`src/wifi_ofdm_pkg.sv`:
```
/*
 * OFDM sample and carrier definitions for the 802.11a/g transmit path.
 * Covers the I/Q sample format, the subcarrier numbering and the carrier record
 * that leaves the pilot insertion stage.
 */
`default_nettype none

package wifi_ofdm_pkg;

	localparam int SAMPLE_W      = 16; // Width of one I or Q component, signed
	localparam int CARRIER_IDX_W = 7;  // Signed subcarrier number covers -32 to +31
	localparam int NUM_CARRIERS  = 64; // Subcarriers per OFDM symbol, the IFFT size

	// One complex constellation point in two's complement
	typedef struct packed {
		logic signed [SAMPLE_W-1:0] i; // In-phase part
		logic signed [SAMPLE_W-1:0] q; // Quadrature part
	} ofdm_sample_t;

	typedef logic signed [CARRIER_IDX_W-1:0] carrier_idx_t; // Signed subcarrier number

	// What a subcarrier position carries within the symbol
	typedef enum logic [1:0] {
		CARRIER_NULL  = 2'd0, // Guard band or DC, always zero
		CARRIER_DATA  = 2'd1, // Takes the next modulated input sample
		CARRIER_PILOT = 2'd2  // Real BPSK pilot with scrambled polarity
	} carrier_kind_e;

	// One output carrier as the IFFT loader sees it, 42 bits in all
	typedef struct packed {
		ofdm_sample_t  sample; // Value loaded into the IFFT bin
		carrier_idx_t  index;  // Subcarrier number of this entry
		carrier_kind_e kind;   // Null, data or pilot
		logic          last;   // Marks subcarrier +31 which closes the symbol
	} carrier_t;

endpackage

`default_nettype wire

```
`src/wifi_pilot_pkg.sv`:
```
/*
 * Pilot carrier constants for 802.11a/g legacy OFDM.
 * Pilot positions, their base polarity and the size of the polarity sequence.
 */
`default_nettype none

package wifi_pilot_pkg;

	localparam int PILOT_SEQ_LEN = 127; // Length of the pilot polarity sequence
	localparam int PILOT_ADDR_W  = 7;   // Enough to address all 127 sequence entries
	localparam int NUM_PILOTS    = 4;   // Pilot carriers per symbol
	localparam int USED_MAX      = 26;  // Highest used subcarrier magnitude

	// Pilot subcarrier numbers in ascending order
	localparam logic signed [wifi_ofdm_pkg::CARRIER_IDX_W-1:0] PILOT_POS [0:NUM_PILOTS-1] = '{
		-7'sd21,
		-7'sd7,
		7'sd7,
		7'sd21
	};

	// Base polarity per pilot in the same order as PILOT_POS
	// A set bit means the pilot starts out negative, which is only the +21 carrier
	localparam logic [NUM_PILOTS-1:0] PILOT_BASE_NEG = 4'b1000;

endpackage

`default_nettype wire

```
`src/wifi_pilot_rom.sv`:
```
/*
 * Pilot polarity ROM for 802.11a/g.
 * Returns the 127-entry pilot scrambler sequence bit for a symbol number,
 * combinationally, with bit 1 meaning the pilots of that symbol are inverted.
 */
`timescale 1ns/1ps
`default_nettype none

module wifi_pilot_rom (
	input  logic [wifi_pilot_pkg::PILOT_ADDR_W-1:0] address,
	input  logic                                    read_enable,
	output logic                                    data_out
);

	// Sequence entry n sits at bit n, so the literal reads left to right from entry 0
	localparam logic [0:wifi_pilot_pkg::PILOT_SEQ_LEN-1] POLARITY_SEQ = {
		8'b0000_1110, // Entries 0 to 7
		8'b1111_0010, // Entries 8 to 15
		8'b1100_1001, // Entries 16 to 23
		8'b0000_0010, // Entries 24 to 31
		8'b0010_0110, // Entries 32 to 39
		8'b0010_1110, // Entries 40 to 47
		8'b1011_0110, // Entries 48 to 55
		8'b0000_1100, // Entries 56 to 63
		8'b1101_0100, // Entries 64 to 71
		8'b1110_0111, // Entries 72 to 79
		8'b1011_0100, // Entries 80 to 87
		8'b0010_1010, // Entries 88 to 95
		8'b1111_1010, // Entries 96 to 103
		8'b0101_0001, // Entries 104 to 111
		8'b1011_1000, // Entries 112 to 119
		7'b111_1111   // Entries 120 to 126
	};

	logic addr_in_range; // Address 127 has no entry in the sequence

	assign addr_in_range = (address < wifi_pilot_pkg::PILOT_SEQ_LEN);

	// Output stays low unless a pilot is being read, so the line is quiet elsewhere
	assign data_out = (read_enable && addr_in_range) ? POLARITY_SEQ[address] : 1'b0;

endmodule

`default_nettype wire

```
`src/wifi_subcarrier_mapper.sv`:
```
/*
 * Subcarrier mapper for the 802.11a/g pilot insertion stage.
 * Steps through subcarriers -32 to +31 and fills each with a null, the next
 * data sample or a pilot, into one registered valid/ready output.
 */
`timescale 1ns/1ps
`default_nettype none

module wifi_subcarrier_mapper #(
	parameter logic signed [wifi_ofdm_pkg::SAMPLE_W-1:0] PILOT_AMP = 16'sd8192
) (
	input  logic                                    clk,
	input  logic                                    rst,
	input  wifi_ofdm_pkg::ofdm_sample_t             data_in,
	input  logic                                    data_valid,
	output logic                                    data_ready,
	output wifi_ofdm_pkg::carrier_t                 carrier_out,
	output logic                                    out_valid,
	input  logic                                    out_ready,
	output logic [wifi_pilot_pkg::PILOT_ADDR_W-1:0] pilot_addr,
	output logic                                    pilot_rd,
	input  logic                                    pilot_bit
);

	localparam int POS_FIRST = -(wifi_ofdm_pkg::NUM_CARRIERS / 2); // Subcarrier -32
	localparam int POS_LAST  = wifi_ofdm_pkg::NUM_CARRIERS / 2 - 1; // Subcarrier +31
	localparam int SEQ_LAST  = wifi_pilot_pkg::PILOT_SEQ_LEN - 1;   // Last sequence entry

	wifi_ofdm_pkg::carrier_idx_t             pos;          // Subcarrier about to be loaded
	logic [wifi_pilot_pkg::PILOT_ADDR_W-1:0] sym_cnt;      // Symbol number into the sequence
	logic                                    is_null;      // Position is guard band or DC
	logic                                    pilot_hit;    // Position matches a pilot carrier
	logic [1:0]                              pilot_sel;    // Which of the four pilots matched
	wifi_ofdm_pkg::carrier_kind_e            pos_kind;     // Classification of the position
	logic                                    pilot_neg;    // Pilot goes out as -PILOT_AMP
	wifi_ofdm_pkg::carrier_t                 next_carrier; // Entry formed for the position
	logic                                    can_load;     // Register empty or drained now
	logic                                    load;         // Register takes next_carrier

	// Guard bands beyond +-26 and the DC carrier carry nothing
	assign is_null = (pos < -wifi_pilot_pkg::USED_MAX) || (pos > wifi_pilot_pkg::USED_MAX) ||
		(pos == '0);

	// Compare the position against the four pilot carriers
	always_comb begin
		pilot_hit = 1'b0;
		pilot_sel = '0;
		for (int k = 0; k < wifi_pilot_pkg::NUM_PILOTS; k++) begin
			if (pos == wifi_pilot_pkg::PILOT_POS[k]) begin
				pilot_hit = 1'b1;
				pilot_sel = k[1:0]; // Selects the base polarity bit below
			end
		end
	end

	always_comb begin
		if (is_null) begin
			pos_kind = wifi_ofdm_pkg::CARRIER_NULL;
		end else if (pilot_hit) begin
			pos_kind = wifi_ofdm_pkg::CARRIER_PILOT;
		end else begin
			pos_kind = wifi_ofdm_pkg::CARRIER_DATA; // Every other used carrier, 48 per symbol
		end
	end

	// The ROM is read only on pilot positions and answers in the same cycle
	assign pilot_rd   = (pos_kind == wifi_ofdm_pkg::CARRIER_PILOT);
	assign pilot_addr = sym_cnt;

	// Sequence bit flips the base polarity of this pilot carrier
	assign pilot_neg = pilot_bit ^ wifi_pilot_pkg::PILOT_BASE_NEG[pilot_sel];

	// Build the carrier entry for the current position
	always_comb begin
		next_carrier       = '0;
		next_carrier.index = pos;
		next_carrier.kind  = pos_kind;
		next_carrier.last  = (pos == POS_LAST); // Closes the symbol for the IFFT loader
		case (pos_kind)
			wifi_ofdm_pkg::CARRIER_DATA: begin
				next_carrier.sample = data_in; // Modulated sample passes through unchanged
			end
			wifi_ofdm_pkg::CARRIER_PILOT: begin
				next_carrier.sample.i = pilot_neg ? -PILOT_AMP : PILOT_AMP; // Real BPSK pilot
				next_carrier.sample.q = '0;
			end
			default: begin
				next_carrier.sample = '0; // Null carriers are all zero
			end
		endcase
	end

	// The single output register can accept when empty or when it drains this cycle
	assign can_load = !out_valid || out_ready;

	// Input is consumed only on data positions
	assign data_ready = can_load && (pos_kind == wifi_ofdm_pkg::CARRIER_DATA);

	// Nulls and pilots load on their own, data waits for a valid sample
	assign load = can_load && ((pos_kind != wifi_ofdm_pkg::CARRIER_DATA) || data_valid);

	// Position, symbol counter and valid flag
	always_ff @(posedge clk) begin
		if (rst) begin
			pos       <= wifi_ofdm_pkg::CARRIER_IDX_W'(POS_FIRST); // Each symbol starts at -32
			sym_cnt   <= '0;
			out_valid <= 1'b0;
		end else begin
			if (load) begin
				out_valid <= 1'b1;
				if (pos == POS_LAST) begin
					pos <= wifi_ofdm_pkg::CARRIER_IDX_W'(POS_FIRST); // Wrap to the next symbol
					if (sym_cnt == SEQ_LAST) begin
						sym_cnt <= '0; // Sequence repeats after entry 126
					end else begin
						sym_cnt <= sym_cnt + 1'b1;
					end
				end else begin
					pos <= pos + 7'sd1;
				end
			end else if (out_ready) begin
				out_valid <= 1'b0; // Entry taken and no new one ready
			end
		end
	end

	// Payload register follows the load strobe only
	always_ff @(posedge clk) begin
		if (load) begin
			carrier_out <= next_carrier;
		end
	end

endmodule

`default_nettype wire

```
`src/wifi_pilot_top.sv`:
```
/*
 * Pilot insertion stage of an 802.11a/g OFDM transmitter.
 * Joins the subcarrier mapper with the pilot polarity ROM.
 */
`timescale 1ns/1ps
`default_nettype none

module wifi_pilot_top #(
	parameter logic signed [wifi_ofdm_pkg::SAMPLE_W-1:0] PILOT_AMP = 16'sd8192
) (
	input  logic                        clk,
	input  logic                        rst,
	input  wifi_ofdm_pkg::ofdm_sample_t data_in,
	input  logic                        data_valid,
	output logic                        data_ready,
	output wifi_ofdm_pkg::carrier_t     carrier_out,
	output logic                        out_valid,
	input  logic                        out_ready
);

	logic [wifi_pilot_pkg::PILOT_ADDR_W-1:0] pilot_addr; // Symbol number to the ROM
	logic                                    pilot_rd;   // High on pilot positions only
	logic                                    pilot_bit;  // Polarity bit back from the ROM

	wifi_subcarrier_mapper #(
		.PILOT_AMP (PILOT_AMP)
	) u_mapper (
		.clk         (clk),
		.rst         (rst),
		.data_in     (data_in),
		.data_valid  (data_valid),
		.data_ready  (data_ready),
		.carrier_out (carrier_out),
		.out_valid   (out_valid),
		.out_ready   (out_ready),
		.pilot_addr  (pilot_addr),
		.pilot_rd    (pilot_rd),
		.pilot_bit   (pilot_bit)
	);

	// Combinational lookup keeps the pilot in the same cycle as its position
	wifi_pilot_rom u_pilot_rom (
		.address     (pilot_addr),
		.read_enable (pilot_rd),
		.data_out    (pilot_bit)
	);

endmodule

`default_nettype wire

```
`config.mk`:
```
export PLATFORM = sky130hd
export DESIGN_NAME = wifi_pilot_top
export DESIGN_NICKNAME = d
export VERILOG_FILES = /design/src/wifi_ofdm_pkg.sv /design/src/wifi_pilot_pkg.sv /design/src/wifi_pilot_rom.sv /design/src/wifi_subcarrier_mapper.sv /design/src/wifi_pilot_top.sv
export SDC_FILE = /design/constraint.sdc
export NUM_CORES = 1
export LEC_CHECK = 0
export BUFFER_PORTS_ARGS = -buffer_cell sky130_fd_sc_hd__buf_2
export CAP_MARGIN = 40
export CORE_MARGIN = 2
export CORE_UTILIZATION = 52
export DETAILED_ROUTE_END_ITERATION = 8
export HOLD_SLACK_MARGIN = 0.12
export PLACE_DENSITY = 0.76
export SLEW_MARGIN = 20
export SYNTH_ARGS = -nofsm -noshare
export SYNTH_HDL_FRONTEND = slang
export SYNTH_HIERARCHICAL = 1
export SYNTH_SLANG_ARGS = --single-unit
```
`constraint.sdc`:
```
create_clock -name clk -period 4.1 [get_ports clk]
set_clock_uncertainty 0.15 [all_clocks]
set_input_delay 0.82 -clock clk [delete_from_list [all_inputs] [get_ports clk]]
set_output_delay 0.82 -clock clk [all_outputs]
set_load 0.02 [all_outputs]
```
==> metrics list, run 1 <==
- Dominant register cell in the synthesized netlist: sky130_fd_sc_hd__edfxtp_1
- Critical Setup Path Class: flop to primary output
- Transition time of the tightest slew-check pin: ~0.57 ns
- Unrepaired setup endpoints after global routing: false
- After detailed routing, the number of remaining DRC violations is 0.
* Layout cell share with drive strength beyond 1: about a third
* Post-route fraction of the period consumed by the critical path: 76.8%
- The die covers between 6000 and 7000 um^2.
* Postcts setup bufs: 0
- Gr ovfl total: 0
- The Yosys step of the flow raised 6 warnings.
- Fraction of synthesized cell area taken by the top area cell type: between 40% and 50%
- Global routing usage on met2: 27.9%
- Nets: 373
- After detailed routing, the total wire length is 5740 um.
- Drt first pass iters: 5
- Once detail routing completed, the nets flagged for antenna violations numbered 0.
- STA classifies the critical path startpoint as a flop.
- From left edge to right edge, the die measures ~80 um.
* Clock group share of total power: ~44%
* Internal power contribution: about 1.1 mW
- The number of global-route vias before repair came to approximately 1900.
* Clock root buffer: sky130_fd_sc_hd__clkbuf_8
* Clock sink count: 57
- The number of clock buffers added by TritonCTS is 9.
* Wire per inst: around 14 um
- Max rail drop VDD: 0.000209 V
* Clock latency at the later pin of the worst-skew pair: ~0.33 ns
* Final Max Tran Viols: 0
* Combined area of all synthesized cells: about 2900 um^2
* Share of flip-flops with an asynchronous set or reset: 0%
- Cell area power density: about 400 nW/um^2
* Min Clock Period, post-route: about 3.1 ns
- sky130_fd_sc_hd__edfxtp_1 is the most common cell in the netlist.
- Number of enable-type register cells in the synthesized netlist: between 40 and 50
- HPWL after DPL: approximately 4000 um
* Peak fanout along the critical path: 8
- CTS Hold Buffers Added: 0
- Starting density of the core: a little over half
* Most utilized layer in the global route result: met2
* Syn_nets: slightly below 300
- GR Util All Layers: about a fifth
* Setup violation total in the final timing report: 0
- Based on the critical path, the design can be clocked at up to 318 MHz.
- At the worst endpoint, the arrival time is around 2.2 ns.
- In this run, the number of DRC markers left after iteration 0 of detailed routing was about 150.
- Summing the sequential cell areas from Yosys gives a little over half of the chip area.
- Chip Height: between 70 and 80 um
* GR met3 Demand/Resource: under 10%
- Net load switching power: between 200 and 300 uW
- Critical Path End Type: primary output
- Worst Hold Slack: ~0.41 ns
* Placeable core area: about 5400 um^2
- Clock slew at the register clock pins of the worst setup and hold paths: around 0.06 ns
- Status: finished clean
- Max_slew headroom: around three fifths
- The first global-routing pass estimated between 9000 and 10000 um of wire.
- Row generation in the floorplan step produced 27 rows.
- Post-synth top cells: sky130_fd_sc_hd__edfxtp_1, sky130_fd_sc_hd__and2_1, sky130_fd_sc_hd__dfxtp_1, sky130_fd_sc_hd__ha_1, sky130_fd_sc_hd__nand2_1
* H-Tree Level Count: 3
- The cell count after synthesis came out at between 200 and 250.
- The initial antenna violation count came to 0.
- The number of gates resized after CTS was 0.
- Entering global routing, the biggest net connects 34 pins.
- Of all cell types, the one taking the most synthesized area is sky130_fd_sc_hd__edfxtp_1.
* Met1 track demand over resource: roughly a quarter
* Hold violation count in the final report: 0
- Summing over every cut layer, the via total after detailed routing is about 2100.
* Sequential Power Share: approximately 47%
- Number of inserted filler cells in the final layout: around 430
- 80 I/O pins were placed.
- The netlist uses 53 different library cells.
* Largest buffer count on any clock path: 2
- Combinational cells account for under 10% of the total power.
- Number of cells after detailed placement: 386
* Weighted congestion reported at the end of routability-driven placement: 0.790
- Once layout is complete, the cells apart from fillers number approximately 400.
- Antenna Diode Count: 0
* Switching Share: between 20% and 30%
- Top area cells in the synthesized netlist: sky130_fd_sc_hd__edfxtp_1, sky130_fd_sc_hd__dfxtp_1, sky130_fd_sc_hd__and2_1, sky130_fd_sc_hd__ha_1, sky130_fd_sc_hd__nor2b_1
- The tool flagged a number of max-cap violations equal to 0.
- Number of port buffers: just under 80
- Synth-to-Final Area Change: 23.0%
- Final sum of negative setup slack: 0 ns
- The path class of the tightest hold or removal check is flop to flop.
* Post-synthesis average cell area: about 12 um^2
* #FFs+latches synth: 57
- Data required time of the critical path: around 3.1 ns
- Ratio of routed vias to standard cells: about 5.2
- CTS tree: done
- For this design the static power due to leakage is between 1.5 and 2 nW.
==> sequential cells by signal (all words and copies together), names as in the netlist <==
| name | count |
|---|---|
| u_mapper/out_valid | 1 |
| u_mapper/carrier_out | 42 |
| u_mapper/pos | 7 |
| u_mapper/pilot_addr | 7 |
==> logic make-up after synthesis <==
kind of cell | after synthesis | share of synthesized area (%)
AO/OA/AOI/OAI | 46 | 11.6
XOR/XNOR | 1 | 0.306
adder cells (fa/ha/maj) | 12 | 5.24
buffers and inverters | 21 | 4.24
flip-flops | 57 | 54.5
multiplexers | 11 | 4.28
AND/OR/NAND/NOR | 96 | 19.9
==> critical path, cell delays in order, from the launching register on <==
cell	delay (ns)
sky130_fd_sc_hd__dfxtp_1	0.47
sky130_fd_sc_hd__inv_1	0.10
sky130_fd_sc_hd__ha_1	0.20
sky130_fd_sc_hd__mux2_2	0.27
sky130_fd_sc_hd__o21ai_2	0.10
sky130_fd_sc_hd__o211a_1	0.34
sky130_fd_sc_hd__and2_1	0.19
sky130_fd_sc_hd__buf_2	0.16
==> worst paths after layout <==
| kind | startpoint | end | slack [ns] | cells after the start |
|---|---|---|---|---|
| worst max-delay path | u_mapper/pos[1] | data_ready | 0.95 | 7 |
| worst min-delay path | u_mapper/pilot_addr[6] | u_mapper/pilot_addr[6] | 0.41 | 2 |
| worst max register to register | u_mapper/pos[1] | u_mapper/carrier_out[18] | 1.33 | 6 |
| worst min register to register | u_mapper/pilot_addr[6] | u_mapper/pilot_addr[6] | 0.41 | 2 |
==> routing by layer <==
metal | wire [um] | vias up
met3 | 393 | 5
li1 | - | 1048
met1 | 2580 | 964
met4 | 73 | 0
met2 | 2700 | 72
met5 | 0 | -
==> area by class of cell <==
cell class | instances | area (um^2) | area share [%]
clock inverters | 6 | 106 | 3.02
multi-input cells | 166 | 1190 | 33.8
well taps | 72 | 90.1 | 2.56
flip-flops and latches | 57 | 1560 | 44.3
clock buffers | 10 | 128 | 3.62
repair buffers | 81 | 410 | 11.6
inverters | 10 | 37.5 | 1.07
==> through the flow <==
step | power (mW) | setup slack [ns] | util, % | area [um^2]
2_1_floorplan | 0.738 | 1.07 | - | 2870
3_3_place_gp | 0.787 | 1.36 | 60.9 | 3290
3_5_place_dp | 0.789 | 1.33 | 60.9 | 3290
4_1_cts | 1.40 | 0.941 | 65.2 | 3520
5_1_grt | 1.44 | 0.822 | 65.2 | 3520
6_report | 1.39 | 0.953 | 65.2 | 3520
==> layout by cell type (no fill, tap or decap), drive strengths merged, types with 2 or more instances in the layout <==
master	instances
buf	81
edfxtp	42
and2	30
dfxtp	15
nand2	12
ha	12
inv	10
nand3	10
nor2	10
clkbuf	10
a21oi	10
nor2b	9
o21ai	8
mux2	7
nor3	5
nand2b	4
mux2i	4
o31ai	4
a21boi	4
bufinv	3
o211ai	3
and3	3
nand3b	3
a21o	2
and4	2
nand4	2
a31o	2
a31oi	2
clkinv	2
nor4b	2
==> power by group through the flow <==
| stage | combinational (mW) | sequential, mW | clock, mW |
|---|---|---|---|
| floorplan | 0.0323 | 0.706 | 0 |
| global placement | 0.116 | 0.672 | 0 |
| detailed placement | 0.117 | 0.672 | 0 |
| CTS | 0.118 | 0.660 | 0.627 |
| global route | 0.126 | 0.663 | 0.652 |
| finish | 0.117 | 0.660 | 0.614 |
Power figures use the tool's default switching activity.
==> run 2: changes to the inputs <==
ABC_AREA = 1   (was default)
CORE_UTILIZATION = 53   (was 52)
clock period = 3.15 ns   (was 4.1 ns; I/O delays follow)
==> run 2 against run 1 <==
  * Clock power is 18% higher
  * Die area increased by 5.9%
  * Register-to-register slack worse by 0.69 ns
  * Critical path depth up 3
  * Power rose by 47%
  * First-iteration DRC count is 14% higher
  * Design area rose by 6.3%
  * Count of clock-buffer cells in the layout unchanged
==> metrics list, run 2 <==
- The final setup TNS came to 0 ns (unchanged).
- Final Max Tran Viols: 0 (unchanged)
- Tightest Hold Check Type: flop to flop (unchanged)
- Based on the critical path, the design can be clocked at up to 374 MHz.
- Max FFs per register: 42 (unchanged)
* Starting density of the core: 55.6% (was 53.0%)
* Cells after synthesis: 349 (was 244)
* Highest-count cells in the layout ignoring fill and taps: sky130_fd_sc_hd__buf_2, sky130_fd_sc_hd__nand2_1, sky130_fd_sc_hd__inv_1, sky130_fd_sc_hd__edfxtp_1, sky130_fd_sc_hd__nor2_2 (was sky130_fd_sc_hd__buf_2, sky130_fd_sc_hd__edfxtp_1, sky130_fd_sc_hd__and2_1, sky130_fd_sc_hd__dfxtp_1)
* Share of flip-flops with an asynchronous set or reset: 0% (unchanged)
* Wirelength, routed: 6350 um (was 5740 um)
- The post-CTS clock slew at the launch and capture registers of the worst setup and hold paths came to 0.06 ns (about the same).
* Post-cts gate resize count: 0 (unchanged)
* Cell area power density: 548 nW/um^2 (was 395 nW/um^2)
- Global routing usage on met2: 32.6% (was 27.9%)
- The cell internal power dissipation was 1.47 mW (was 1.09 mW).
- The number of fill cells in the layout came to 467 (was 429).
- Largest buffer count on any clock path: 2 (unchanged)
- The register area was 1560 um^2 (unchanged).
- Yosys Warn Count: 6 (unchanged)
- The latest clock arrival within the worst-skew pair was 0.32 ns (was 0.33 ns).
- The global routing's busiest layer was met2 (unchanged).
* Area occupied by multi-input gates: 1210 um^2 (was 1190 um^2)
* Post-synth top cells: sky130_fd_sc_hd__nand2_1, sky130_fd_sc_hd__inv_1, sky130_fd_sc_hd__edfxtp_1, sky130_fd_sc_hd__nor2_2, sky130_fd_sc_hd__nand3_1 (was sky130_fd_sc_hd__edfxtp_1, sky130_fd_sc_hd__and2_1, sky130_fd_sc_hd__dfxtp_1, sky130_fd_sc_hd__ha_1, sky130_fd_sc_hd__nand2_1)
* Antenna violations before repair: 0 (unchanged)
* Clock root buffer: sky130_fd_sc_hd__clkbuf_8 (unchanged)
- The type of destination of the critical path was a primary output (unchanged).
* Max incr delay on CP: 0.42 ns (was 0.47 ns)
* Min Clock Period, post-route: around 2.7 ns
* Crit-path cells: inv_1 > ha_1 > nand3_1 > nand2_1 > nand2_2 > nand2_2 > nor2_4 > inv_2 > nor2_2 > buf_2 (was inv_1 > ha_1 > mux2_2 > o21ai_2 > o211a_1 > and2_1 > buf_2)
- The most common cell after layout, fill and taps aside is sky130_fd_sc_hd__buf_2 (unchanged).
- The combinational cell fraction of total power came to 18.5% (was 8.4%).
- The leakage dissipation came to 1.86 nW (was 1.54 nW).
* Number of enable-type register cells in the synthesized netlist: 42 (unchanged)
- Drt first pass iters: 5 (unchanged)
- Share of the core filled with cells in the final layout: 67.2% (was 65.2%)
- The dominant synthesized flop cell is sky130_fd_sc_hd__edfxtp_1 (unchanged).
* Sequential cell area fraction in the yosys report: 50.3% (was 54.5%)
- CTS Hold Buffers Added: 0 (unchanged)
* Net load switching power: 576 uW (was 300 uW)
- Distinct cell type count of the synthesized netlist: 30 (was 53)
- Critical-path top delay cell: sky130_fd_sc_hd__dfxtp_1 (unchanged)
- The kind of cell with the highest combined delay on the critical path was simple AND/OR/NAND/NOR gates (was flip-flops).
* Yosys top cell by area: sky130_fd_sc_hd__edfxtp_1 (unchanged)
- Reg with most FFs: u_mapper/carrier_out (unchanged)
- Buffering stage count on the worst path with inverters included: 3 (was 2)
* Placeable core area: 5570 um^2 (was 5410 um^2)
- Unrepaired setup endpoints after global routing: false (unchanged)
- The post-CTS setup repair buffer count is 0 (unchanged).
* Number of port buffers: 79 (unchanged)
- Total DRC errors in the routed layout: 0 (unchanged)
- The antenna diode count is 0 (unchanged).
* Vias in the first global route: 2185 (was 1916)
- Drt initial violations: 168 (was 147)
* H-Tree Level Count: 3 (unchanged)
* Setup violation total in the final timing report: 0 (unchanged)
* Combined area of all synthesized cells: 3100 um^2 (was 2870 um^2)
* Synth-to-Final Area Change: 20.7% (was 23.0%)
* Max rail drop VDD: 0.000389 V (was 0.000209 V)
- Weighted congestion reported at the end of routability-driven placement: 0.868 (was 0.790)
* Largest net degree at the start of global routing: 30 (was 34)
* Layout cell share with drive strength beyond 1: 34.1% (was 32.7%)
- The number of synthesized register bits was 57 (unchanged).
- The worst max-slew margin expressed relative to the limit is 54.4% (was 61.8%).
* Chip Height: 80.5 um (was 78.2 um)
* Hold violation count in the final report: 0 (unchanged)
- The leading cell type by number of instances after synthesis is sky130_fd_sc_hd__nand2_1 (was sky130_fd_sc_hd__edfxtp_1).
* Routed vias: 2505 (was 2089)
- Transition time of the tightest slew-check pin: 0.679 ns (was 0.572 ns)
- The width of the die was 80.5 um (was 78.2 um).
- Gr ovfl total: 0 (unchanged)
- The top-area cell type share of the netlist area is 40.7% (was 44.0%).
- Number of nets still failing antenna checks after routing: 0 (unchanged)
- The routed wirelength normalized by instance count was 12.5 um (was 14.3 um).
- Global-route wire length before repair: 9680 um (was 9090 um)
- Top area cells in the synthesized netlist: sky130_fd_sc_hd__edfxtp_1, sky130_fd_sc_hd__dfxtp_1, sky130_fd_sc_hd__nand2_1, sky130_fd_sc_hd__inv_1, sky130_fd_sc_hd__nor2_2 (was sky130_fd_sc_hd__edfxtp_1, sky130_fd_sc_hd__dfxtp_1, sky130_fd_sc_hd__and2_1, sky130_fd_sc_hd__ha_1, sky130_fd_sc_hd__nor2b_1).
- Number of max-capacitance violations reported: 0 (unchanged)
- The number of nets in the layout was 480 (was 373).
- Syn_nets: 397 (was 292)
* Critical Setup Path Class: flop to primary output (unchanged)
- The die area came to 6480 um^2 (was 6120 um^2).
- GR met3 Demand/Resource: 5.17% (was 6.44%)
* I/O pin total: 80 (unchanged)
* Status: finished clean (unchanged)
* Data required time of the critical path: 2.37 ns (was 3.13 ns)
- The critical path launch point type is a flop (unchanged).
- Clock group share of total power: 35.2% (was 44.2%)
- The switching portion of total power came to 28.1% (was 21.6%).
* Arr. time, crit path: 1.89 ns (was 2.18 ns)
- In this design, the critical path's most frequently occurring cell is sky130_fd_sc_hd__nand2_2.
* HPWL after DPL: 4650 um (was 3960 um)
* GR Util All Layers: 19.7% (was 19.3%)
- Sequential Power Share: 46.3% (was 47.4%)
- Peak fanout along the critical path: 6 (was 8)
- CTS tree: done (unchanged)
* Total clock buffers created by CTS: 9 (unchanged)
- The count of clock tree sinks was 57 (unchanged).
- The mean number of vias per cell is 4.92 (was 5.20).
- Post-synthesis average cell area: 8.89 um^2 (was 11.7 um^2)
- The final critical path takes up between 80% and 90% of the cycle.
- The placement row count is 27 (unchanged).
* Met1 track demand over resource: 25.1% (was 25.9%)
run 2: layout make-up:
class,instances,share of cell area (%)
well taps,72,2.41
clock buffers,10,3.41
flip-flops and latches,57,41.7
multi-input cells,220,32.4
repair buffers,81,11.3
inverters,63,6.58
clock inverters,6,2.24
run 2: layer usage:
layer / vias to the layer above / wire length [um]
met1: 1114 / 2850
met4: 0 / 61
li1: 1283 / -
met5: - / 0
met3: 10 / 455
met2: 98 / 2980
run 2: final timing paths:
kind	start	to	slack, ns	depth (start not counted)
setup / recovery	u_mapper/pos[0]	data_ready	0.48	10
hold / removal	u_mapper/pos[1]	u_mapper/carrier_out[4]	0.39	0
setup reg to reg	u_mapper/pilot_addr[0]	u_mapper/carrier_out[41]	0.64	12
hold reg to reg	u_mapper/pos[1]	u_mapper/carrier_out[4]	0.39	0
run 2: kinds of logic (layout without fill, tap and decap cells):
kind of cell	Yosys count	after routing	synth area share, %
AO/OA/AOI/OAI	25	25	4.20
XOR/XNOR	5	5	1.41
adder cells (fa/ha/maj)	12	12	4.84
buffers and inverters	72	160	10.6
flip-flops	57	57	50.3
AND/OR/NAND/NOR	178	178	28.6
run 2: power groups by stage:
| stage | Sequential, mW | Clock [mW] | Combinational [mW] |
|---|---|---|---|
| floorplan | 1.08 | 0 | 0.140 |
| global placement | 0.964 | 0 | 0.377 |
| detailed placement | 0.967 | 0 | 0.382 |
| CTS | 0.951 | 0.741 | 0.384 |
| global route | 0.958 | 0.775 | 0.413 |
| finish | 0.950 | 0.722 | 0.379 |
run 2: metrics by stage:
step	power [mW]	instances	area [um^2]	hold WS [ns]	worst slack, ns
2_1_floorplan	1.22	349	3100	0.253	0.858
3_3_place_gp	1.34	493	3530	0.375	0.747
3_5_place_dp	1.35	493	3530	0.383	0.663
4_1_cts	2.08	509	3740	0.390	0.453
5_1_grt	2.15	509	3740	0.399	0.285
6_report	2.05	509	3740	0.388	0.475
